**src/hw/tag_lookup_result.sv**
```systemverilog
// Lookup response register
`timescale 1ns/1ps

module tag_lookup_result (
  input  logic forever_cpuclk,
  input  logic rst_n,
  input  logic cmp_vld,
  input  logic cmp_hit,
  input  logic cmp_hit_way,
  input  logic cmp_inv_found,
  input  logic cmp_inv_way,
  output logic rsp_vld,
  output logic rsp_hit,
  output logic rsp_hit_way,
  output logic rsp_victim_way
);

  logic repl_ptr;
  logic repl_adv;
  logic victim_way;

  //====================
  // Victim select
  //====================

  // Miss with both ways valid moves the pointer
  assign repl_adv = cmp_vld & ~cmp_hit & ~cmp_inv_found;

  // Hit way, then empty way, then pointer
  always_comb begin
    if (cmp_hit) begin
      victim_way = cmp_hit_way;
    end else if (cmp_inv_found) begin
      victim_way = cmp_inv_way;
    end else begin
      victim_way = repl_ptr;
    end
  end

  //====================
  // Control regs
  //====================

  // One global pointer shared by all sets
  always_ff @(posedge forever_cpuclk or negedge rst_n) begin
    if (!rst_n) begin
      rsp_vld  <= 1'b0;
      repl_ptr <= 1'b0;
    end else begin
      rsp_vld <= cmp_vld;
      if (repl_adv) begin
        repl_ptr <= ~repl_ptr;
      end
    end
  end

  //====================
  // Response payload
  //====================

  // Loaded only with a lookup
  always_ff @(posedge forever_cpuclk) begin
    if (cmp_vld) begin
      rsp_hit        <= cmp_hit;
      rsp_hit_way    <= cmp_hit_way;
      rsp_victim_way <= victim_way;
    end
  end

endmodule

```
**config.mk**
```make
export PLATFORM = sky130hd
export DESIGN_NAME = tag_lookup_result
export DESIGN_NICKNAME = d
export VERILOG_FILES = /design/src/hw/tag_lookup_result.sv
export SDC_FILE = /design/constraint.sdc
export NUM_CORES = 1
export LEC_CHECK = 0
export BUFFER_PORTS_ARGS = -buffer_cell sky130_fd_sc_hd__buf_4
export CORE_AREA = 2 2 39 41
export CTS_BUF_LIST = sky130_fd_sc_hd__clkbuf_4 sky130_fd_sc_hd__clkbuf_8 sky130_fd_sc_hd__clkbuf_16
export DETAILED_ROUTE_END_ITERATION = 10
export DIE_AREA = 0 0 41 43
export GPL_TIMING_DRIVEN = 0
export PLACE_DENSITY = 0.32
export SYNTH_ARGS = -nofsm -noshare
export SYNTH_HDL_FRONTEND = slang
export SYNTH_SLANG_ARGS = --single-unit
```
**constraint.sdc**
```tcl
create_clock -name forever_cpuclk -period 1.6 [get_ports forever_cpuclk]
set_input_delay 0.24 -clock forever_cpuclk [delete_from_list [all_inputs] [get_ports forever_cpuclk]]
set_output_delay 0.24 -clock forever_cpuclk [all_outputs]
set_load 0.02 [all_outputs]
```
# Word-level counts from Yosys, hierarchy flattened
# Index checks and enable logic that the tools add are counted.
[op_classes]
shifts = 0
bitwise_logic = 5
n_reduce_logical = 0
muxes = 2
n_mul = 0
div = 0
eq_ne = 0
magnitude_cmp = 0
n_addsub = 0
[ops]
columns = ["operator", "count"]
rows = [
  ["NOT 1 bit", 3],
  ["bitwise AND 1 bit", 2],
  ["two-way mux 1 bit", 2],
]
[totals]
out_inout_bits = 4
rom_bits = 0
inputBits = 7
memories = 0
ram_bits = 0
elab_cells = 12
register_bits = 5
latchBits = 0

# Longest topological paths before layout
[depth]
ltp_word = 3
ltp_mapped = 2
ltp_nobuf = 2

# Least setup slack after synthesis
# Ideal clock, no wire load.
[synth_path]
path_type = "register to register"
startpoint = "reg repl_ptr"
endpoint = "reg rsp_victim_way, data pin"
setup_time_ps = 260
slack_ps = 806
t_arrival_ps = 534
required_time_ps = 1340
stages_incl_launch_ff = 3
cell_sequence = "dfrtp_1 > mux2i_1 > o21ai_0"
[synth_via]
elab_chain_len = 2
[synth_lines]
columns = ["element", "line_no", "rtl"]
rows = [
  ["start, declared", "18", "logic repl_ptr;"],
  ["start signal, assigned", "52", "repl_ptr <= ~repl_ptr;"],
  ["two-way mux 1 bit", "33", "end else if (cmp_inv_found) begin"],
  ["two-way mux 1 bit", "31", "if (cmp_hit) begin"],
  ["named net victim_way", "20", "logic victim_way;"],
  ["end signal, assigned", "66", "rsp_victim_way <= victim_way;"],
  ["end, declared", "15", "output logic rsp_victim_way"],
]
# The timed path passes the listed nets, and every way through them passes these cells.
# A chain may end at the register's enable or synchronous reset.

# Worst setup path after layout
[layout_path]
startpoint = "reg rsp_hit"
endpoint = "out rsp_hit"
[layout_lines]
columns = ["element", "line_no", "rtl"]
rows = [
  ["start, declared", "13", "output logic rsp_hit,"],
  ["start signal, assigned", "64", "rsp_hit <= cmp_hit;"],
]
# No word-level cell between the ends.

==> results.md <==
- CP max-delay cell: edfxtp_1
- Worst setup slack after layout: 0.5925 ns
- # fillers: 144
- Seq pwr share: 0.441
- CP peak stage delay: 0.36 ns
- Hold_buf cts: 1
- PortBufs: 10
- Vias: 135
- Die width: 41 µm
- Critical R2R Capture: rsp_victim_way
- Critical path arrival: 0.77 ns
- Pleak: 0.1413 nW
- Max Freq: 992.5 MHz
- Final period util: 0.6297
- Final Hold Fails: 0
- Largest delay contributor family on the critical path: flip-flops
- Commonest non-fill, non-tap cell in the layout: buf_4
- R2R depth: 2
- Core footprint: 0.001384 mm²
- Later-pin clock latency in the skew report: 0.24 ns
- Power per Cell Area: 1239 mW/mm²
- Setup-failing EPs final: 0
- # rows: 14
- Drt wl/cell: 8.756 µm
- Max_slew headroom: 0.9027
- NetSw: 0.08699 mW
- Max Cap Violations: 0
- Share of cells above drive strength 1: 0.6000
- Post-route setup TNS: 0 ns
- Sequential area share after synthesis: 0.7778
- Largest vdd supply drop: 0.4352 mV
- Postcts setup bufs: 0
- Clock Path Buffers: 2
- Most frequent cells in the layout: 10 x buf_4, 4 x clkbuf_4, 3 x edfxtp_1
- Initial antenna violation count: 0
- Clock root buffer: clkbuf_4
- Seq cells post-synth: 5
- ANT cells: 0
- Worst R2R Setup Slack: 0.73 ns
- Critical Path Start Type: register
- Resized Gates After CTS: 0
- Vias in the first global route: 130
- Pre-CTS WS: 0.7223 ns
- Global-route wire length before repair: 538 µm
- Synth Instances: 10
- Sw Ratio: 0.2226
- DR DRC count: 0
- Yosys warning count: 0
- Post-DRT Antenna Nets: 0
- Critical Path End Type: primary output
- DRT iter0 DRCs: 1
- Crit Path Category: reg2out
- HP Start: cmp_vld
- P&R area growth vs syn: 75.00%
- Clk pin slew, worst setup/hold paths: 0.04 ns
- CTS tree: yes
- Period minus WS final: 1.008 ns
- Slew @ Worst Pin: 0.1419 ns
- DRT Wirelength: 359 µm
- Die area: 0.001763 mm²
- Htree depth: 1
- Largest net degree at the start of global routing: 6
- Initial core utilization: 0.1302
- HP Class: in2reg
- Post-Syn Area: 180.2 µm²
- Syn nets: 17
- Worst flop-to-flop path startpoint: repl_ptr
- RSZ-0062 raised after global routing: false
- Clock power share: 0.409
- Worst Hold Depth: 1
- Final slew viol count: 0
- I/O pin cnt: 11
- Setup Skew: 0.002141 ns
- # nets final: 33
- Num CTS Buffers: 3
- GPL Wtd Cong: 0.5965
- Critical Path, Cell by Cell: buf_4
- CP Depth: 1
- WHS Endpoint: rsp_vld
- Vert. Die Dim: 43 µm
- GRT Total Usage: 0.05455
- Syn Area/Cell: 18.02 µm²
- Clock sink count: 5
- Vias per Instance: 3.293
- Combinational share of power: 0.150
- Critical Path RT: 1.36 ns
- Final Util: 0.2278
- Status: complete, no violations
- Worst-path maximum fanout: 1
- Worst path bufs/invs: 1
- Grt total ovfl: 0
- Cell internal pwr: 0.3038 mW
- Unique masters post-synth: 7
- Router iterations before antenna repair: 2
## through the flow
| stage | cell area (µm²) | hold WS, ns | instances | power [mW] |
|---|---|---|---|---|
| after floorplan | 180.2 | -0.05559 | 10 | 0.1988 |
| after global placement | 275.3 | 0.02247 | 36 | 0.2320 |
| after detailed placement | 275.3 | 0.02429 | 36 | 0.2318 |
| after CTS | 315.3 | 0.1514 | 41 | 0.3998 |
| after global routing | 315.3 | 0.1499 | 41 | 0.4166 |
| final | 315.3 | 0.1560 | 41 | 0.3908 |
## how the worst max path moves through the flow
stage,slack (ns),endpoint,startpoint
floorplan,0.81,rsp_victim_way,repl_ptr
global placement,0.74,rsp_victim_way,cmp_inv_found
detailed placement,0.72,rsp_victim_way,cmp_inv_found
CTS,0.58,rsp_hit,rsp_hit
global route,0.56,rsp_hit,rsp_hit
finish,0.59,rsp_hit,rsp_hit
## power by group through the flow
stage | clock, mW | sequential [mW] | combinational [mW]
floorplan | 0 | 0.183 | 0.0155
global route | 0.175 | 0.175 | 0.0658
CTS | 0.167 | 0.173 | 0.0598
detailed placement | 0 | 0.174 | 0.0580
finish | 0.160 | 0.172 | 0.0588
global placement | 0 | 0.174 | 0.0575
## per-layer routing
metal	vias to the layer above	part of all wire	wire [µm]	global-route usage
li1	65	-	-	-
met1	60	0.42	150	0.05574
met2	8	0.45	162	0.05938
met3	2	0.10	37	0.04712
met4	0	0.022	8	0.06000
met5	-	0	0	0
## sequential cells by signal, indices dropped and copies added, names as in the netlist
register	count
repl_ptr	1
rsp_hit	1
rsp_hit_way	1
rsp_victim_way	1
rsp_vld	1
## Yosys cell counts
cell      count  area, µm²
o21ai_0       1      5.000
edfxtp_1      3      90.09
nor3b_2       1      12.51
dfrtp_1       2      50.05
nand2_1       1      3.750
mux2i_1       1      10.01
xor2_1        1      8.760
## layout make-up
type	instances	area [µm²]	area share
flip-flops and latches	5	140.1	0.4444
repair buffers	11	85.08	0.2698
multi-input cells	5	40.04	0.1270
clock buffers	4	30.03	0.09524
well taps	16	20.02	0.06349
## cell families (layout without fill, tap and decap cells)
family | count (synthesis) | in the layout | share of synthesized area
buf+inv | 0 | 15 | 0
mux | 1 | 1 | 0.05556
simple gates | 2 | 2 | 0.09025
compound gates | 1 | 1 | 0.02775
flops | 5 | 5 | 0.7778
xor+xnor | 1 | 1 | 0.04862
(Power assumes the default switching activity.)
