===== src/common/dcache_tag_pkg.sv =====
// Data cache tag package

package dcache_tag_pkg;

  //====================
  // Address geometry
  //====================

  // Physical address width
  localparam int PA_W     = 40;

  // 64-byte line
  localparam int OFFSET_W = 6;

  // 512 sets
  localparam int INDEX_W  = 9;

  // Tag is PA[39:15]
  localparam int TAG_W    = PA_W - OFFSET_W - INDEX_W;

  //====================
  // Way layout
  //====================

  // Valid bit sits above the tag
  localparam int WAY_W    = TAG_W + 1;

  // Two-way set associative
  localparam int NUM_WAYS = 2;

  // One SRAM word holds every way with way 0 in the low half
  localparam int LINE_W   = WAY_W * NUM_WAYS;

  //====================
  // Request opcodes
  //====================

  typedef enum logic [1:0] {
    OP_LOOKUP = 2'b00,
    OP_FILL   = 2'b01,
    OP_INVAL  = 2'b10
  } tag_op_e;

endpackage


===== src/hw/tag_req_decode.sv =====
// Tag request decode
`timescale 1ns/1ps

module tag_req_decode import dcache_tag_pkg::*; (
  input  logic                forever_cpuclk,
  input  logic                rst_n,
  input  logic                req_vld,
  input  tag_op_e             req_op,
  input  logic [PA_W-1:0]     req_addr,
  input  logic [NUM_WAYS-1:0] req_way_mask,
  output logic                tag_sel_b,
  output logic                tag_gwen_b,
  output logic [NUM_WAYS-1:0] tag_wen_b,
  output logic [INDEX_W-1:0]  tag_idx,
  output logic [LINE_W-1:0]   tag_din,
  output logic                tag_gateclk_en,
  output logic                s1_vld,
  output logic [TAG_W-1:0]    s1_tag
);

  logic [TAG_W-1:0] req_tag;
  logic             req_is_lookup;
  logic             req_is_fill;
  logic             req_is_write;

  //====================
  // Address split
  //====================

  // Index sits just above the line offset
  assign tag_idx = req_addr[OFFSET_W +: INDEX_W];

  // Tag takes the remaining upper bits
  assign req_tag = req_addr[PA_W-1 -: TAG_W];

  //====================
  // Opcode decode
  //====================
  assign req_is_lookup = (req_op == OP_LOOKUP);
  assign req_is_fill   = (req_op == OP_FILL);
  assign req_is_write  = (req_op == OP_FILL) || (req_op == OP_INVAL);

  // Select on any request
  assign tag_sel_b  = ~req_vld;

  // Global write for fill and invalidate
  assign tag_gwen_b = ~(req_vld & req_is_write);

  // Per-way write enables matter only with gwen low
  assign tag_wen_b  = ~req_way_mask;

  // Clock the array only when it is accessed
  assign tag_gateclk_en = req_vld;

  // Write word is valid plus tag in each half, or all zero to invalidate
  assign tag_din = req_is_fill ? {NUM_WAYS{1'b1, req_tag}} : '0;

  //====================
  // First stage regs
  //====================

  // SRAM data lands one cycle later, so hold the lookup alongside it
  always_ff @(posedge forever_cpuclk or negedge rst_n) begin
    if (!rst_n) begin
      s1_vld <= 1'b0;
    end else begin
      s1_vld <= req_vld & req_is_lookup;
    end
  end

  // Tag payload
  always_ff @(posedge forever_cpuclk) begin
    if (req_vld && req_is_lookup) begin
      s1_tag <= req_tag;
    end
  end

endmodule


===== config.mk =====
export PLATFORM = sky130hd
export DESIGN_NAME = tag_req_decode
export DESIGN_NICKNAME = d
export VERILOG_FILES = /design/src/common/dcache_tag_pkg.sv /design/src/hw/tag_req_decode.sv
export SDC_FILE = /design/constraint.sdc
export NUM_CORES = 1
export LEC_CHECK = 0
export ABC_AREA = 1
export BUFFER_PORTS_ARGS = -buffer_cell sky130_fd_sc_hd__buf_2
export CAP_MARGIN = 20
export CORE_MARGIN = 1
export CORE_UTILIZATION = 28
export DETAILED_ROUTE_END_ITERATION = 6
export HOLD_SLACK_MARGIN = 0.15
export PLACE_DENSITY = 0.78
export SLEW_MARGIN = 15
export SYNTH_ARGS = -nofsm -noshare
export SYNTH_HDL_FRONTEND = slang
export SYNTH_SLANG_ARGS = --single-unit
export TNS_END_PERCENT = 10

===== constraint.sdc =====
create_clock -name forever_cpuclk -period 1.6 [get_ports forever_cpuclk]
set_clock_uncertainty 0.2 [all_clocks]
set_input_delay 0.08 -clock forever_cpuclk [delete_from_list [all_inputs] [get_ports forever_cpuclk]]
set_output_delay 0.08 -clock forever_cpuclk [all_outputs]
set_load 0.005 [all_outputs]

After elaboration in Yosys (flattened, before gate mapping)
Cells that the tools add are included.
{ "totals": {"ff_bits": 26, "in_bits": 47, "output_inout_bits": 92, "word_cells": 13} }
{ "op_classes": {"n_eq_ne": 2, "n_mux": 1, "n_bitwise": 5, "n_reduce_logical": 3} }
{ "op_table": {"columns": ["operator", "count"], "rows": [
  ["2-to-1 mux 52 bit", 1],
  ["bitwise AND 1 bit", 2],
  ["equality test 2 x 1 -> 1 bit, second input constant", 1],
  ["equality test 2 bit, second input constant", 1],
  ["zero test 2 bit", 1],
  ["NOT 1 bit", 2],
  ["NOT 2 bit", 1],
  ["logical AND 1 bit", 1],
  ["logical OR 1 bit", 1]
]} }

Depth between registers and ports, before layout
Gate-level depths: netlist of run 1.
{ "logic_depth": {"depth_word": 4, "depth_mapped": 7, "depth_no_buf": 4} }

Worst setup path before layout of run 1
OpenSTA, ideal clock, no wires.
{ "synth_timing": {"path_type": "input -> register", "from": "input req_op[1]", "to": "register s1_tag[0], enable pin", "setup_time_ps": 380, "arrival_time_ps": 844, "setup_slack_ps": 176, "cell_stages": 4, "n_path_buf": 0, "path_cell_list": "inv_1 -> ha_1 -> nand2_1 -> inv_1"} }
{ "synth_between": {"elab_chain_len": 2} }
{ "synth_rtl": {"columns": ["item", "line", "text"], "rows": [
  ["start: declaration", "tag_req_decode.sv:8", "input tag_op_e req_op,"],
  ["zero test 2 bit", "tag_req_decode.sv:39", "assign req_is_lookup = (req_op == OP_LOOKUP);"],
  ["logical AND 1 bit", "tag_req_decode.sv:73", "if (req_vld && req_is_lookup) begin"],
  ["end signal: assignment", "tag_req_decode.sv:74", "s1_tag <= req_tag;"],
  ["end: declaration", "tag_req_decode.sv:18", "output logic [TAG_W-1:0] s1_tag"]
]} }
Every way passes these cells.
A chain may end at the register's enable or synchronous reset.

Final worst setup path of run 1
{ "layout_timing": {"from": "input req_vld", "to": "register s1_tag[5], enable pin"} }
{ "layout_between": {"elab_chain_len": 1} }
{ "layout_rtl": {"columns": ["item", "line", "text"], "rows": [
  ["start: declaration", "tag_req_decode.sv:7", "input logic req_vld,"],
  ["logical AND 1 bit", "tag_req_decode.sv:73", null]
]} }
Every way passes these cells.

==> impl_metrics.py, run 1 <==
metrics = {
    "run_status": {
        "status": "complete, but fails checks",
        "violations": "DRC",
    },
    "sta": {
        "slew_headroom": 0.904,
        "setup_viol": 0,
        "hold_violations": 0,
        "rsz0062_at_grt": "no",
        "drv_slew": 0,
        "post-route-min-period_ns": 1.29,
        "clock.fmax_mhz": 775,
        "tightest_slew_ns": 0.144,
        "hold_slack_ns": 0.168,
        "period_share": 0.807,
        "tns_ns": 0,
    },
    "die": {
        "pin_count": 139,
        "die_h_um": 71.2,
        "die-area_um2": 5080,
        "start_util": 0.300,
        "die_x_um": 71.2,
        "num_rows": 24,
        "core_um2": 4470,
    },
    "min_path": {
        "min_path_cells": 3,
        "hp-class": "input port to output port",
    },
    "detailed_routing": {
        "wl_per_cell_um": 11.1,
        "drt-initial-drc-count": 39,
        "via_count": 1177,
        "vias_per_cell": 3.96,
        "ant_nets": 0,
        "firstDrtPassIters": 6,
        "routed_wl_mm": 3.29,
        "drc_errors": 9,
    },
    "synth": {
        "yosys_warnings": 0,
        "synth_edf_count": 25,
        "synthDistinctLibCells": 7,
        "syn_inst": 127,
        "seq_area_frac_synth": 0.578,
        "yosys-top-cells-area": "edfxtp_1 (56%), buf_4 (21%), inv_1 (8.7%)",
        "synth_top_area_frac": 0.559,
        "syn_area_um2": 1340,
        "yosys.area.top_type": "edfxtp_1",
        "synth_nets": 177,
        "synth_top_cells_by_count": "buf_4 (37), inv_1 (31), nand2_1 (27)",
        "synth.avg_cell_area_um2": 10.6,
        "ys_async_sr_fraction": 0.0385,
        "synth.ff_latch_count": 26,
        "ys.flop_type": "edfxtp_1",
        "yosysMostFrequentCell": "buf_4",
    },
    "power_and_ir_drop": {
        "power_density_nw_per_um2": 676,
        "p_leak_nw": 1.27,
        "irDropWorstVdd_mv": 0.296,
    },
    "placed_design": {
        "gp_congestion": 0.642,
        "port_buffers": 114,
        "place_hpwl_mm": 2.25,
    },
    "clock_tree": {
        "root_buffer": "clkbuf_8",
        "htreeDepth": 1,
        "numCtsBuffers": 3,
        "cts_tree": "yes",
        "clkTransAtPathRegs_ns": 0.08,
        "clockBufferDepth": 2,
        "postCtsSetupBuffers": 0,
        "clock-sinks": 26,
    },
    "worst_setup_path": {
        "endpoint_kind": "register",
        "crit_path_start_kind": "input port",
        "arrival_ns": 1.06,
        "crit_required_ns": 1.37,
        "crit_type": "input port to register",
        "path_max_fanout": 26,
    },
    "job": {
        "cap_violations": 0,
    },
    "global_route": {
        "grt_pass1_wl_mm": 4.77,
        "antenna_found_initial": 0,
        "grt-ovfl-total": 0,
        "grt_pass1_vias": 1080,
        "grt_max_degree": 27,
        "grtUsageTotal": 0.123,
    },
    "finish": {
        "final_layout_size_suffix_gt1_frac": 0.490,
        "area_delta_synth_final_pct": 57.7,
        "fin_nets": 296,
        "antennaDiodeCount": 0,
    },
}
## where the power goes
group	internal (mW)	switching (mW)	total, mW	leakage (nW)
registers	0.780	0.00693	0.787	0.243
logic	0.161	0.117	0.279	1.01
clock network	0.178	0.189	0.366	0.0228
## registers in the layout, summed over array words and instances, names as in the netlist
| name | count |
|---|---|
| s1_tag | 25 |
| s1_vld | 1 |
## layout by cell type, fill, tap and decap left out
cell / count
buf_2: 114
dlygate4sd3_1: 37
inv_1: 31
nand2_1: 27
edfxtp_1: 25
ha_1: 3
clkbuf_8: 3
buf_4: 2
clkbuf_1: 1
buf_12: 1
dfrtp_1: 1
## cell type report
type | instances | area [µm²]
tap | 52 | 65.1
multi-input combinational | 30 | 139
clock buffer | 4 | 45.0
sequential | 26 | 776
fill | 418 | 2360
inverter | 31 | 116
timing repair buffer | 154 | 976
## what timing repair did
action	4_1_cts	5_1_grt
gates resized for setup	0	0
endpoints found under the hold margin	36	0
hold buffers	37	0
endpoints found under the setup margin	0	0
## critical path, cell delays in order
cell and delay [ns]:
dlygate4sd3_1 0.52, buf_2 0.13, nand2_1 0.05, inv_1 0.08, buf_12 0.19
## path summary, 6_finish.rpt
path	startpoint	slack (ns)	to
max	req_vld	0.31	s1_tag[5]$_DFFE_PP_
min	req_way_mask[1]	0.17	tag_wen_b[1]
max in group asynchronous	rst_n	0.65	s1_vld$_DFF_PN0_
min in group asynchronous	rst_n	0.44	s1_vld$_DFF_PN0_
## metrics by stage
step                      setup WS [ns]  power [mW]  area, µm²   util  instances
after floorplan                   0.176       0.927       1340      -        127
after global placement            0.367        1.00       1700  0.380        256
after detailed placement          0.341        1.01       1700  0.380        256
after CTS                         0.315        1.46       2120  0.473        297
after global routing              0.256        1.51       2120  0.473        297
final                             0.309        1.43       2120  0.473        297
## kinds of logic after synthesis
group	count (synthesis)	share of synthesized area
adders and majority gates	3	0.0280
and+or+nand+nor	27	0.0755
buffers and inverters	71	0.319
DFF	26	0.578
## layer usage
layer | vias up | part of all wire | GRT usage | wire length [µm]
li1 | 573 | - | - | -
met1 | 520 | 0.33 | 0.109 | 1080
met2 | 79 | 0.57 | 0.263 | 1880
met3 | 5 | 0.082 | 0.0141 | 268
met4 | 0 | 0.018 | 0.0600 | 60
met5 | - | 0 | 0 | 0
(Power assumes the default switching activity.)
==> run 2: changes to the inputs <==
Settings changed: ABC_AREA 1 to 0, PLACE_DENSITY 0.78 to 0.79.
Clock period 1.6 ns to 1.3 ns, I/O delays scaled along.
==> run 2 against run 1 <==
Compared with the run above:
- the run still ends with DRC left
- total power grew 38%
- cell count shrank 7.4%
- global-route usage shrank 0.20 points
- clock power grew 78%
==> impl_metrics.py, run 2 <==
metrics = {
    "worst_setup_path": {
        "setup.worst_path.start": "req_addr[15]",
        "path_max_fanout": 2,
        "endpoint_kind": "output port",
        "arrival_ns": 1.02,
        "crit_required_ns": 1.03,
        "crit_type": "input port to output port",
        "crit_path_start_kind": "input port",
        "endpoint": "tag_din[26]",
    },
    "power_and_ir_drop": {
        "finalPower_mw": 1.98,
        "switchingPower_uw": 386,
        "power_frac_seq": 0.489,
        "swShare": 0.195,
        "p_leak_nw": 1.16,
        "power_density_nw_per_um2": 900,
        "pwr-share-comb": 0.183,
        "irDropWorstVdd_mv": 0.435,
        "clkPwrFrac": 0.329,
        "p_int_mw": 1.60,
    },
    "detailed_routing": {
        "firstDrtPassIters": 6,
        "wl_per_cell_um": 11.7,
        "via_count": 1107,
        "ant_nets": 0,
        "drc_errors": 24,
        "vias_per_cell": 4.03,
        "drt-initial-drc-count": 76,
        "routed_wl_mm": 3.22,
    },
    "die": {
        "die_h_um": 70.7,
        "num_rows": 24,
        "core_um2": 4440,
        "die_x_um": 70.7,
        "die-area_um2": 5000,
        "pin_count": 139,
        "start_util": 0.298,
    },
    "finish": {
        "fillerInstances": 376,
        "final-seq-area_um2": 776,
        "largest_reg_flops": 25,
        "multi_input_area_um2": 241,
        "area_delta_synth_final_pct": 66.6,
        "final_layout_size_suffix_gt1_frac": 0.632,
        "final_cell_mix": "buf_2 (112), dlygate4sd3_1 (39), edfxtp_1 (25)",
        "antennaDiodeCount": 0,
        "regMostFlops": "s1_tag",
        "fin_area_um2": 2200,
        "fin_nets": 274,
        "final_common_cell": "buf_2",
        "largestRegisters": "s1_tag x25, s1_vld x1",
    },
    "synth": {
        "synth_nets": 150,
        "ys.flop_type": "edfxtp_1",
        "synthAdderAreaFrac": 0.0284,
        "syn_inst": 100,
        "seq_area_frac_synth": 0.587,
        "ys_async_sr_fraction": 0.0385,
        "synthDistinctLibCells": 9,
        "synth_edf_count": 25,
        "yosys.area.top_type": "edfxtp_1",
        "yosys_warnings": 0,
        "yosys.area_share.simple": 0.144,
        "synth.ff_latch_count": 26,
        "synth_top_cells_by_count": "buf_4 (37), edfxtp_1 (25), and2_2 (19)",
        "yosysMostFrequentCell": "buf_4",
        "synth_top_area_frac": 0.568,
        "synth_top_family_by_area": "buffers and inverters",
        "synth_compound_area_frac": 0,
        "synth.avg_cell_area_um2": 13.2,
        "synth_xor_xnor_area_share": 0,
        "yosys-top-cells-area": "edfxtp_1 (57%), buf_4 (21%), and2_2 (11%)",
        "synthMuxAreaShare": 0,
        "syn_area_um2": 1320,
    },
    "clock_tree": {
        "htreeDepth": 1,
        "clockBufferDepth": 2,
        "clock-sinks": 26,
        "cts_tree": "yes",
        "root_buffer": "clkbuf_8",
        "numCtsBuffers": 3,
        "postCtsSetupBuffers": 0,
        "clkTransAtPathRegs_ns": 0.08,
    },
    "global_route": {
        "grt-ovfl-total": 0,
        "grtUsageTotal": 0.121,
        "grt_max_degree": 22,
        "grt_pass1_vias": 1023,
        "grt_pass1_wl_mm": 4.69,
        "antenna_found_initial": 0,
    },
    "placed_design": {
        "gp_congestion": 0.674,
        "port_buffers": 114,
        "placed_area_um2": 1700,
        "place_hpwl_mm": 2.21,
    },
    "min_path": {
        "hp-class": "input port to register",
    },
    "sta": {
        "clock.fmax_mhz": 780,
        "post-route-min-period_ns": 1.28,
        "period_share": 0.986,
        "slew_headroom": 0.902,
        "tns_ns": 0,
        "setup_viol": 0,
        "drv_slew": 0,
        "hold_violations": 0,
        "tightest_slew_ns": 0.148,
    },
    "run_status": {
        "violations": "DRC",
        "status": "complete, but fails checks",
    },
    "job": {
        "cap_violations": 0,
    },
}
run 2: cell count changes after synthesis, sizes merged:
| cell | before | now |
|---|---|---|
| and2 | 0 | 26 |
| inv | 31 | 5 |
| nand2 | 27 | 1 |
| buf | 40 | 39 |
run 2: worst min path at each step:
stage / cells after the start / startpoint / endpoint / slack [ns]
after global routing: 3 / req_vld / s1_vld$_DFF_PN0_ / 0.14
after detailed placement: 1 / rst_n / s1_vld$_DFF_PN0_ / -0.36
after global placement: 1 / rst_n / s1_vld$_DFF_PN0_ / -0.36
final: 3 / req_vld / s1_vld$_DFF_PN0_ / 0.11
after CTS: 3 / req_vld / s1_vld$_DFF_PN0_ / 0.12
after floorplan: 0 / rst_n / s1_vld$_DFF_PN0_ / -0.43
run 2: per-layer routing:
metal	vias up	GRT usage	part of all wire	routed length (µm)
met5	-	0	0	0
met4	0	0.0467	0.011	34
met3	2	0.0171	0.11	344
met2	87	0.253	0.54	1750
met1	486	0.116	0.34	1100
li1	532	-	-	-
run 2: kinds of logic after synthesis:
logic type               count (synthesis)
flip-flops                              26
adder cells (fa/ha/maj)                  3
AND/OR/NAND/NOR                         27
buffers and inverters                   44
run 2: repair_timing:
item / in CTS / in global routing
endpoints found under the hold margin: 39 / 4
endpoints found under the setup margin: 0 / 28
resized for setup: 0 / 12
hold buffers: 39 / 3
run 2: metrics by stage:
step	instances	hold WS (ns)	setup WS [ns]	utilization
detailed placement	231	-0.358	0.0505	0.383
global placement	231	-0.359	0.0652	0.383
floorplan	100	-0.431	0.0560	-
global route	275	0.136	-0.000659	0.496
CTS	274	0.117	0.00139	0.487
finish	275	0.107	0.0177	0.496
run 2: layout make-up:
type / count / share of cell area
Tap cell: 52 / 0.0295
Timing Repair Buffer: 158 / 0.468
Inverter: 5 / 0.00852
Clock inverter: 1 / 0.0136
Multi-Input combinational cell: 30 / 0.110
Sequential cell: 26 / 0.352
Clock buffer: 3 / 0.0187
run 2: critical path: stages:
cell	delay [ns]
dlygate4sd3_1	0.54
buf_2	0.13
and2_4	0.15
buf_2	0.12
run 2: power by group through the flow:
stage / clock network, mW / logic [mW] / registers (mW)
final: 0.652 / 0.362 / 0.968
after global routing: 0.699 / 0.396 / 0.972
after CTS: 0.676 / 0.348 / 0.969
after detailed placement: 0 / 0.254 / 0.988
after global placement: 0 / 0.248 / 0.987
after floorplan: 0 / 0.144 / 0.995
