[src/common/dcache_tag_pkg.sv]
// Data cache tag package

package dcache_tag_pkg;

  //====================
  // Address geometry
  //====================

  // Physical address width
  localparam int PA_W     = 40;

  // 64-byte line
  localparam int OFFSET_W = 6;

  // 512 sets
  localparam int INDEX_W  = 9;

  // Tag is PA[39:15]
  localparam int TAG_W    = PA_W - OFFSET_W - INDEX_W;

  //====================
  // Way layout
  //====================

  // Valid bit sits above the tag
  localparam int WAY_W    = TAG_W + 1;

  // Two-way set associative
  localparam int NUM_WAYS = 2;

  // One SRAM word holds every way with way 0 in the low half
  localparam int LINE_W   = WAY_W * NUM_WAYS;

  //====================
  // Request opcodes
  //====================

  typedef enum logic [1:0] {
    OP_LOOKUP = 2'b00,
    OP_FILL   = 2'b01,
    OP_INVAL  = 2'b10
  } tag_op_e;

endpackage

[src/hw/tag_hit_compare.sv]
// Tag hit compare
`timescale 1ns/1ps

module tag_hit_compare import dcache_tag_pkg::*; (
  input  logic              s1_vld,
  input  logic [TAG_W-1:0]  s1_tag,
  input  logic [LINE_W-1:0] tag_dout,
  output logic              cmp_vld,
  output logic              cmp_hit,
  output logic              cmp_hit_way,
  output logic              cmp_inv_found,
  output logic              cmp_inv_way
);

  logic [NUM_WAYS-1:0] way_vld;
  logic [NUM_WAYS-1:0] way_hit;

  //====================
  // Per-way check
  //====================

  // Valid is the top bit of each way entry
  for (genvar w = 0; w < NUM_WAYS; w++) begin : g_way
    logic [WAY_W-1:0] entry;

    assign entry      = tag_dout[w*WAY_W +: WAY_W];
    assign way_vld[w] = entry[TAG_W];
    assign way_hit[w] = entry[TAG_W] && (entry[TAG_W-1:0] == s1_tag);
  end

  //====================
  // Hit select
  //====================

  // Valid comes straight from stage one
  assign cmp_vld = s1_vld;

  assign cmp_hit = |way_hit;

  // Way 0 wins if both somehow hit
  assign cmp_hit_way = ~way_hit[0] & way_hit[1];

  //====================
  // Refill candidate
  //====================

  // Any empty way
  assign cmp_inv_found = ~&way_vld;

  // Lowest empty way is way 1 only when way 0 is valid
  assign cmp_inv_way = way_vld[0];

endmodule

[config.mk]
export PLATFORM = sky130hd
export DESIGN_NAME = tag_hit_compare
export DESIGN_NICKNAME = d
export VERILOG_FILES = /design/src/common/dcache_tag_pkg.sv /design/src/hw/tag_hit_compare.sv
export SDC_FILE = /design/constraint.sdc
export NUM_CORES = 1
export LEC_CHECK = 0
export ABC_AREA = 1
export BUFFER_PORTS_ARGS = -buffer_cell sky130_fd_sc_hd__buf_4
export CAP_MARGIN = 20
export CELL_PAD_IN_SITES_DETAIL_PLACEMENT = 1
export CELL_PAD_IN_SITES_GLOBAL_PLACEMENT = 1
export CORE_UTILIZATION = 21
export DETAILED_ROUTE_END_ITERATION = 10
export MAX_ROUTING_LAYER = met4
export PLACE_DENSITY_LB_ADDON = 0.1
export SETUP_SLACK_MARGIN = 0.4
export SLEW_MARGIN = 25
export SYNTH_ARGS = -nofsm -noshare
export SYNTH_HDL_FRONTEND = slang
export SYNTH_SLANG_ARGS = --single-unit
[constraint.sdc]
create_clock -name vclk -period 0.8
set_clock_uncertainty 0.05 [all_clocks]
set_input_delay 0.04 -clock vclk [all_inputs]
set_output_delay 0.04 -clock vclk [all_outputs]
set_load 0.005 [all_outputs]
Word level (Yosys, flattened, before mapping)
Cells that the tools add are included.
W data, S select, Z words.
- register bits after elaboration: 0
- input port bits: 78
- logic and storage cells: 9
- equal/unequal tests: 2
- bitwise logic cells: 2
- reduce and logical (&&, ||, !) cells: 5
- operators with widths (operator ; number):
    $eq A25 B25 Y1 ; 2
    $logic_and A1 B1 Y1 ; 2
    $reduce_and A2 Y1 ; 1
    $reduce_or A2 Y1 ; 1
    $and A1 B1 Y1 ; 1
    $logic_not A1 Y1 ; 1
    $not A1 Y1 ; 1

Depth between registers and ports, before layout
Gate-level depths: netlist of the first run.
- depth in word-level cells: 4
- depth in mapped cells: 10

Worst setup path before layout of the first run
Ideal clock, no wire load.
- path type: input port to output port
- start: input port s1_tag[3]
- end: output port cmp_hit_way
- arrival time: 0.625 ns
- required time: 0.710 ns
- path slack: 0.085 ns
- stages on the path: 8
- buffers on the path: 0
- cell sequence: inv_2 -> nand2_1 -> o21ai_0 -> nor2_1 -> nand3_2 -> nor2_2 -> nand2_1 -> nor2_1
- cells in the longest elaborated chain, start to end: 4
- elaborated cells on any way between the ends: 6
- RTL lines (element ; line ; text):
    start, declared ; tag_hit_compare.sv:6 ; input logic [TAG_W-1:0] s1_tag,
    $eq A25 B25 Y1 ; tag_hit_compare.sv:28 ; assign way_hit[w] = entry[TAG_W] && (entry[TAG_W-1:0] == s1_tag);
    $logic_and A1 B1 Y1 ; tag_hit_compare.sv:28 ;
    $not A1 Y1 ; tag_hit_compare.sv:41 ; assign cmp_hit_way = ~way_hit[0] & way_hit[1];
    $and A1 B1 Y1 (*) ; tag_hit_compare.sv:41 ;
    end, declared ; tag_hit_compare.sv:10 ; output logic cmp_hit_way,
Mark *: on every way between the ends. The rest lies on a longest branch, timed or not.

Final worst setup path of the first run
- start: input port tag_dout[28]
- end: output port cmp_hit_way
- cells in the longest elaborated chain, start to end: 3
- RTL lines (element ; line ; text):
    start, declared ; tag_hit_compare.sv:7 ; input logic [LINE_W-1:0] tag_dout,
    $eq A25 B25 Y1 ; tag_hit_compare.sv:28 ;
    $logic_and A1 B1 Y1 ; tag_hit_compare.sv:28 ;
    $and A1 B1 Y1 ; tag_hit_compare.sv:41 ;
No other way between the ends.

==> results list, run 1 <==
* Classification of the worst setup path: primary input to output port
- Setup repair after global routing missed its margin: true
- The internal power of the cells totals 0.469 mW.
- Core Box Area: 4720 µm²
* Biggest area consumer among synthesized cells: nand2_1
* FF+latch count: 0
- Once the clock tree was built, the setup fixing pass inserted 0 buffers.
* Count leader, synth: nand2_1
- Count of final hold-check violations: 0
- Largest net degree at the start of global routing: 5
- In the final layout, flip-flops and latches occupy 0 µm².
- Total Routed Length: 3620 µm
- STA classifies the critical path startpoint as a primary input.
* Post-synth top area share: 45.4%
* Synthesis warning total: 0
- Row generation in the floorplan step produced 25 rows.
* Total gr overflow: 0
- The first TritonRoute pass finished after 4 iterations.
- Placed cells: 398
- Across the VDD grid, the largest voltage drop is 0.000137 V.
- Across all setup checks in the final design, the least slack found is -237 ps.
- In this run the worst path has a maximum fanout of 2.
* Die width: 71.9 µm
- Layout cells sized above 1: 42.3%
- Slowest-stage cell, CP: xnor2_2
- Setup violations remaining at the end of the flow were counted as 2.
- 0 antenna diodes ended up in the layout.
- Antenna viol nets, final: 0
- Initial standard-cell utilization of the core: 21.7%
* Power density cells: 452 nW/µm²
* Required time of the worst setup path: 710 ps
* Final period util: 130%
- Setup slack after placement: -291 ps
* Mean instance size in the synthesized netlist: 4.10 µm²
- Global-route wire length before repair: 5710 µm
- In the routed layout, each cell is associated on average with a via count of 3.87.
- Post-synthesis sequential area ratio: 0%
- Switching share of power: 45.5%
- Run status: finished with violations
- Cell types with the highest counts after synthesis: nand2_1 (124), inv_1 (64), nor2_1 (26)
- Violation count after the first detailed-route iteration: 22
- STA classifies the critical path endpoint as an output port.
* Number of global-route vias before repair: 1467
* Combinational cell fraction of total power: 100.0%
- Total die area: 5160 µm²
- Footprint of the multi-input gates: 860 µm²
* Count of unresolved DRC violations after routing: 0
- Number of top-level design ports: 83
* Estimated wirelength of the detail-placed design: 3360 µm
- During placement, the flow inserted port buffers numbering 81.
- Sequential cells account for 0% of the total power.
- Post-cts hold buffer count: 0
* Buffers plus inverters on the worst setup path: 2
- Top delay family on crit path: simple AND/OR/NAND/NOR gates
* Max frequency: 0.965 GHz
- The detailed router placed 1542 vias in this run.
- Summing every instance area after synthesis gives 1020 µm².
* Filler Cell Count: 714
- In the synthesized netlist, the number of instances is 250.
* Slew Viols, Final: 0
- Slew at the pin closest to its max-slew limit: 161 ps
- Violated checks: negative setup slack
- Number of nets produced by synthesis: 328
* Reported leakage power: 1.23 nW
- Fraction of the core area covered by cells at the end of the flow: 40.3%
- Initial antenna violation count: 0
- Clock buf count: 0
- In this run the power spent charging and discharging nets is 0.391 mW.
- Path class of the lowest-slack min-delay path: primary input to output port
- By area the synthesized netlist is led by nand2_1 (45%), inv_1 (23%), nor2_1 (9.5%).
- Number of standard cells in the layout, taps in and fillers out: 398
- Net count of the finished layout: 411
* Fraction of power consumed by the clock network: 0%
* Signed area change from the synthesized netlist to the final layout: 85.7%
* Vertical die dimension: 71.9 µm
- Cells along the critical path: buf_4 > xnor2_2 > nand2_1 > nor2_1 > nand2_1 > nor2_2 > nand2_2 > nor2_2 > buf_4
- Synth cell types: 16
* Avg WL per Cell: 9.10 µm
* CP arrival: 950 ps
* Minimum period implied by the final worst setup slack: 1040 ps
- Measured against its own limit, the worst slew margin works out to 89.2%.
- All-Layer GR Usage: 14.0%
* Longest individual stage delay on the worst path: 150 ps
- Final estimated routing congestion in global placement: 0.728
- Across the run, the number of max-cap violations was 0.
## power groups by stage
| stage | Combinational (mW) | Clock (mW) | Sequential [mW] |
|---|---|---|---|
| after floorplan | 0.334 | 0 | 0 |
| after global placement | 0.755 | 0 | 0 |
| after detailed placement | 0.766 | 0 | 0 |
| after CTS | 0.798 | 0 | 0 |
| after global routing | 0.971 | 0 | 0 |
| final | 0.860 | 0 | 0 |
## layout by cell type, fill, tap and decap left out
cell type	instances
o21ai_0	1
nand3_2	2
nand2_2	18
xnor2_1	3
clkinv_1	3
nor2_2	12
or2_0	1
buf_8	2
xnor2_2	5
nand4_2	1
nand4_1	1
or2_1	1
buf_6	9
inv_4	4
nand2_1	106
o21ai_1	6
inv_2	13
nand3_1	1
buf_4	72
inv_1	54
nor2_1	14
nor2_4	2
## repair_timing
action	in CTS	in global routing
gates resized for setup	15	50
pin swaps	14	36
setup endpoints to repair	4	4
## routing by layer
metal  vias up  routed length, µm  GRT usage [%]  share of wire, %
met4         0                  0              0                 0
li1        855                  -              -                 -
met2        44               1800           25.8                50
met3         0                155          0.563               4.3
met5         -                  0              -                 0
met1       643               1670           17.9                46
## final cells by class
class | count | area share, %
Tap cell | 67 | 4.40
Inverter | 74 | 15.1
Multi-Input combinational cell | 174 | 45.2
Timing Repair Buffer | 83 | 35.3
## per-stage QoR
step | hold WS, ps | total power, mW | TNS [ps] | cell area, µm²
2_1_floorplan | 71.0 | 0.334 | 0 | 1020
5_1_grt | 30.0 | 0.971 | -682 | 1900
3_3_place_gp | 30.1 | 0.755 | -532 | 1720
6_report | 30.0 | 0.860 | -425 | 1900
4_1_cts | 30.1 | 0.798 | -467 | 1770
3_5_place_dp | 30.1 | 0.766 | -542 | 1720
## cells by family (layout without fill, tap and decap cells)
logic type,Yosys count,count (layout),synth area share (%)
compound gates,7,7,3.42
xor+xnor,8,8,6.84
buf+inv,76,157,28.6
simple gates,159,159,61.2
## path summary, 6_finish.rpt
kind / from / endpoint / slack, ps / cells after the start
max: tag_dout[28] / cmp_hit_way / -240 / 9
min: s1_vld / cmp_vld / 30 / 0
Power figures use the tool's default switching activity.
==> inputs of run 2 (changes only) <==
--- a/config.mk
+++ b/config.mk
@@ -10,11 +10,11 @@
 export CAP_MARGIN = 20
 export CELL_PAD_IN_SITES_DETAIL_PLACEMENT = 1
 export CELL_PAD_IN_SITES_GLOBAL_PLACEMENT = 1
+export CORE_ASPECT_RATIO = 0.5
 export CORE_UTILIZATION = 21
 export DETAILED_ROUTE_END_ITERATION = 10
 export MAX_ROUTING_LAYER = met4
 export PLACE_DENSITY_LB_ADDON = 0.1
-export SETUP_SLACK_MARGIN = 0.4
 export SLEW_MARGIN = 25
 export SYNTH_ARGS = -nofsm -noshare
 export SYNTH_HDL_FRONTEND = slang
==> results list, run 2 (synthesis gave the netlist of run 1 again) <==
- Avg WL per Cell: 9.43 µm (+3.6%)
* Total Routed Length: 3730 µm (+3.1%)
- The worst path setup slack after routing came to -237 ps (-0.768 ps).
* Sw power: 0.378 mW (-3.4%)
- The worst ir drop on vdd came to 0.000135 V (-1.5%).
- Setup repair after global routing could not meet its margin everywhere.
- The residual antenna-violating net count after detailed routing came to 0 (unchanged).
- Internal power contribution: 0.454 mW (-3.1%)
- Count of final hold-check violations: 0 (unchanged)
- Count of unresolved DRC violations after routing: 0 (unchanged)
* Number of diodes added for antenna fixing: 0 (unchanged)
- Classification of the worst setup path: primary input to output port
* Final setup viols: 2 (unchanged)
* Number of standard cells in the layout, taps in and fillers out: 396 (-0.50%)
- Startpoint types: primary input
- Leading cell type in the layout, fill and taps excluded: nand2_1
- The required time reported for the critical path endpoint is 710 ps (about the same).
* Number of max-cap violations: 0 (unchanged)
* Global-route wire length before repair: 6010 µm (+5.2%)
* Clock buf count: 0 (unchanged)
- Combinational cell fraction of total power: 100.0% (about the same)
* Power density cells: 453 nW/µm² (+0.30%)
* Max frequency: 0.964 GHz (about the same)
- The pin count of the biggest net entering global routing was 5 (unchanged).
* Number of top-level design ports: 83 (unchanged)
* Violated checks: negative setup slack
- Via count: 1542 (unchanged)
- The switching share of total power came to 45.4% (-0.066 points).
- The total routing usage reported by global routing was 14.8% (+0.85 points).
- Most frequent cells in the layout: nand2_1 (106), buf_4 (72), inv_1 (52)
- Violation count after the first detailed-route iteration: 13 (-41%)
* FF+latch count: 0 (unchanged)
* Fraction of power consumed by the clock network: 0% (unchanged)
- The setup TNS is -428 ps (-2.74 ps).
- Signed area change from the synthesized netlist to the final layout: 79.1%
- The weighted congestion reported at the end of routability-driven placement was 0.755 (+3.7%).
- Endpoint type of the worst setup path: output port
* Net count of the finished layout: 410 (-0.24%)
- The flow ran to the end, but the final reports show violations.
* Placed cells: 396 (-0.50%)
- Maximum fanout count along the critical path: 3 (+1)
- The vertical die dimension is 51.4 µm (-28%).
- The overflow left after global routing is 0 (unchanged).
- The x dimension of the die came to 101 µm (+40%).
* Worst setup path startpoint: s1_tag[7]
- Estimated wirelength of the detail-placed design: 3430 µm (+2.1%)
- The layout cell share with drive strength beyond 1 is 38.5% (-3.8 points).
- The total leakage power came to 1.21 nW (-2.2%).
- The count of port buffers added during placement came to 81 (unchanged).
- Initial standard-cell utilization of the core: 22.6% (+0.92 points)
- Core Box Area: 4530 µm² (-4.1%)
* CP arrival: 950 ps (about the same)
* Post-CTS setup-driven buffer insertion count: 0 (unchanged)
- Final period util: 130% (about the same)
- The share of total power in sequential cells came to 0% (unchanged).
- Footprint of the flip-flops and latches: 0 µm² (unchanged)
- The die footprint was 5180 µm² (+0.33%).
- The relative max-transition margin is 90.6% (+1.4 points).
- The via count of the first global-routing pass was 1530 (+4.3%).
- Number of placement rows: 17 (-32%)
- Pre-antenna DRT Iters: 4 (unchanged)
- The min-delay analysis places its worst path in the category primary input to output port.
- The clock period minus final worst setup slack is 1040 ps (+0.768 ps).
* Slew at the pin closest to its max-slew limit: 139 ps (-22.0 ps)
- Initial antenna violation count: 0 (unchanged)
- The tightest hold margin is 30.0 ps (-0.0418 ps).
- The final max-slew violation count came to 0 (unchanged).
- In this run the most critical hold path is launched from s1_vld.
- The per-cell via count in the routed design is 3.89 (+0.51%).
-- run 2: final cells by class --
cell class	count	area, µm²
fill	669	2700
inverter	74	290
multi-input combinational	174	798
tap	66	82.6
timing repair buffer	82	664
-- run 2: power by group through the flow --
stage	Clock [mW]	Combinational [mW]	Sequential, mW
after detailed placement	0	0.758	0
after CTS	0	0.821	0
after floorplan	0	0.334	0
after global routing	0	0.942	0
after global placement	0	0.739	0
final	0	0.832	0
-- run 2: repair_timing --
item,4_1_cts,5_1_grt
setup endpoints to repair,2,2
hold buffers,0,0
gates resized for setup,41,12
pin swaps,33,13
-- run 2: final timing paths --
path          end  slack (ps)  depth (start not counted)
max   cmp_hit_way        -240                         11
min       cmp_vld          30                          0
-- run 2: routing by layer --
layer	vias up	track usage [%]	routed length, µm
li1	852	-	-
met1	650	18.9	1800
met2	40	27.6	1740
met3	0	0.958	195
met4	0	0.242	0
met5	-	-	0
-- run 2: critical path, cell delays in order --
cell and delay (ps):
buf_4 130, nand2_2 60, nand2_1 50, inv_2 50, nand2_2 70, nor2_4 120, nand2_1 60, nor2_2 80
nand2_1 70, nor2_1 100, buf_4 110
-- run 2: through the flow --
step / setup slack (ps) / cell area (µm²) / util (%) / total power, mW
6_report: -237 / 1840 / 40.5 / 0.832
5_1_grt: -363 / 1840 / 40.5 / 0.942
4_1_cts: -234 / 1800 / 39.8 / 0.821
3_5_place_dp: -303 / 1710 / 37.7 / 0.758
3_3_place_gp: -283 / 1710 / 37.7 / 0.739
2_1_floorplan: 85.4 / 1020 / - / 0.334
==> inputs of run 3 (changes only) <==
--- a/config.mk
+++ b/config.mk
@@ -11,7 +11,7 @@
 export CELL_PAD_IN_SITES_DETAIL_PLACEMENT = 1
 export CELL_PAD_IN_SITES_GLOBAL_PLACEMENT = 1
 export CORE_ASPECT_RATIO = 0.5
-export CORE_UTILIZATION = 21
+export CORE_UTILIZATION = 25
 export DETAILED_ROUTE_END_ITERATION = 10
 export MAX_ROUTING_LAYER = met4
 export PLACE_DENSITY_LB_ADDON = 0.1
==> constraint.sdc (replaced) <==
create_clock -name vclk -period 1.2
set_clock_uncertainty 0.05 [all_clocks]
set_input_delay 0.06 -clock vclk [all_inputs]
set_output_delay 0.06 -clock vclk [all_outputs]
set_load 0.005 [all_outputs]
==> results list, run 3 (synthesis gave the netlist of run 1 again) <==
* Run status: finished, final reports clean
* Worst Hold Slack: 70.0 ps (+40.0 ps)
- The worst ir drop on vdd came to 0.000102 V (-25%).
* Sum of internal, switching and leakage power: 0.543 mW (-35%)
* Signed area change from the synthesized netlist to the final layout: 74.2%
- The number of antenna violations at the first check in global routing was 0 (unchanged).
- Via count: 1547 (+0.32%)
* Hold path cells: 0 (unchanged)
* Slew Viols, Final: 0 (unchanged)
- Final setup viols: 0 (-2)
- The residual antenna-violating net count after detailed routing is 0 (unchanged).
* Leading cell type in the layout, fill and taps excluded: nand2_1
* Number of port buffers: 81 (unchanged)
- Quantity of gates resized following cts: 0 (-100%)
- Vertical die dimension: 47.3 µm (-8.0%)
- Post-CTS setup-driven buffer insertion count: 0 (unchanged)
- In the finished design, the share of the clock period the worst path needs comes to 90.6%.
- The total leakage power is 1.21 nW (about the same).
* Count of final hold-check violations: 0 (unchanged)
* Maximum fanout count along the critical path: 3 (unchanged)
- The peak per-stage delay on the critical path was 140 ps (about the same).
- Number of global-route vias before repair: 1452 (-5.1%)
- Footprint of the flip-flops and latches: 0 µm² (unchanged)
- For hold timing, the worst endpoint is cmp_vld.
- The min-delay analysis places its worst path in the category primary input to output port.
* Total die area: 4370 µm² (-16%)
- The share of the core filled with cells in the final layout came to 45.5% (+5.0 points).
- The first-pass GRT wire length was 5630 µm (-6.3%).
* Clock buf count: 0 (unchanged)
- Classification of the worst setup path: primary input to output port
- The signal arrival time at the worst endpoint was 980 ps (+30 ps).
* Core Box Area: 3920 µm² (-13%)
- The mean routed wirelength per cell came to 9.65 µm (+2.4%).
- Estimated wirelength of the detail-placed design: 3400 µm (-0.95%)
- Number of diodes added for antenna fixing: 0 (unchanged)
- Worst slew margin relative to its limit: 89.3% (-1.3 points)
- The x dimension of the die is 92.5 µm (-8.2%).
- The overflow left after global routing was 0 (unchanged).
- In the layout the commonest cells are nand2_1 (107), buf_4 (74), inv_1 (54).
* Switching share of power: 46.0% (+0.57 points)
- The wire length reported by the detailed router came to 3700 µm (-0.96%).
- Internal power contribution: 0.293 mW (-35%)
- Count of unresolved DRC violations after routing: 0 (unchanged)
* Post-cts hold buffer count: 0 (unchanged)
- The share of total power in sequential cells came to 0% (unchanged).
- Worst min-delay path startpoint: s1_vld
- Power density cells: 304 nW/µm² (-33%)
- Combinational cell fraction of total power: 100.0% (about the same)
- The number of placed I/O pins is 83 (unchanged).
- Vias per cell: 4.04 (+3.7%)
- Sw power: 0.250 mW (-34%)
* Placed cells: 383 (-3.3%)
- The detailed-router iteration count before antenna repair came to 4 (unchanged).
- Number of standard cells in the layout, taps in and fillers out: 383 (-3.3%)
* Layout cells sized above 1: 36.8% (-1.7 points)
* Slowest-stage cell, CP: xnor2_1
- Number of placement rows: 16 (-1)
* Number of max-cap violations: 0 (unchanged)
* Final estimated routing congestion in global placement: 0.778 (+3.0%)
- The pin count of the biggest net entering global routing is 5 (unchanged).
- Slew at the pin closest to its max-slew limit: 159 ps (+20.3 ps)
* Minimum period implied by the final worst setup slack: 1090 ps
* Required time of the worst setup path: 1090 ps (+380 ps)
- The net count reported at finish was 409 (-0.24%).
- The worst setup path is launched from a primary input.
- All-Layer GR Usage: 16.5% (+1.7 points)
* Cells along the critical path: buf_4 > xnor2_1 > nand2_1 > nor2_1 > nand2_1 > nor2_2 > nand2_1 > nor2_1 > buf_4
* Violation count after the first detailed-route iteration: 11 (-2)
- The sequential cell count was 0 (unchanged).
* Initial standard-cell utilization of the core: 26.1% (+3.5 points)
* Most common cell on crit path: nand2_1
- The worst setup path is captured at an output port.
* Max frequency: 0.920 GHz
- The proportion of power drawn by the clock network came to 0% (unchanged).
[run 3: cell types whose count changed in the layout (fill, tap and decap cells not counted)]
| cell | change |
|---|---|
| nand2_2 | -3 |
| buf_4 | +2 |
| nand2_4 | +2 |
| o21ai_1 | +1 |
| inv_4 | -1 |
| nor2_1 | +2 |
| nand2_1 | +1 |
| buf_8 | -2 |
| nor2_2 | -1 |
| nor2_4 | -1 |
| inv_1 | +2 |
| o21ai_2 | -1 |
| clkinv_1 | -1 |
| buf_6 | -1 |
[run 3: critical path: cells and delay by family]
| family | cells | cell delay [ps] |
|---|---|---|
| buffers and inverters | 2 | 230 |
| AND/OR/NAND/NOR | 6 | 550 |
| XOR/XNOR | 1 | 140 |
[run 3: how the worst max path moves through the flow]
| stage | from | endpoint | slack (ps) | depth (start not counted) |
|---|---|---|---|---|
| floorplan | s1_tag[3] | cmp_hit_way | 450 | 8 |
| global placement | s1_tag[11] | cmp_hit_way | 100 | 9 |
| detailed placement | s1_tag[6] | cmp_hit_way | 100 | 12 |
| CTS | s1_tag[6] | cmp_hit_way | 100 | 12 |
| global route | s1_tag[14] | cmp_hit_way | -7 | 10 |
| finish | s1_tag[11] | cmp_hit_way | 110 | 9 |
[run 3: layer usage]
layer  global-route usage (%)  vias up  part of all wire [%]
met1                     20.4      656                    46
met2                     32.4       40                    49
li1                         -      851                     -
met4                    0.313        0                     0
met3                    0.809        0                   4.9
met5                        -        -                     0
[run 3: power groups by stage]
stage	sequential [mW]	clock, mW	combinational [mW]
floorplan	0	0	0.223
global placement	0	0	0.487
detailed placement	0	0	0.505
CTS	0	0	0.508
global route	0	0	0.612
finish	0	0	0.543
[run 3: cell type report]
cell class                 count  area, µm²
multi-input combinational    174        792
fill                         623       2140
tap                           54       67.6
inverter                      74        288
timing repair buffer          81        638
[run 3: through the flow]
stage / TNS, ps / cell area, µm² / setup slack, ps
final: 0 / 1790 / 113
after CTS: 0 / 1690 / 97.7
after detailed placement: 0 / 1690 / 102
after global routing: -6.89 / 1790 / -6.89
after floorplan: 0 / 1020 / 445
after global placement: 0 / 1690 / 102
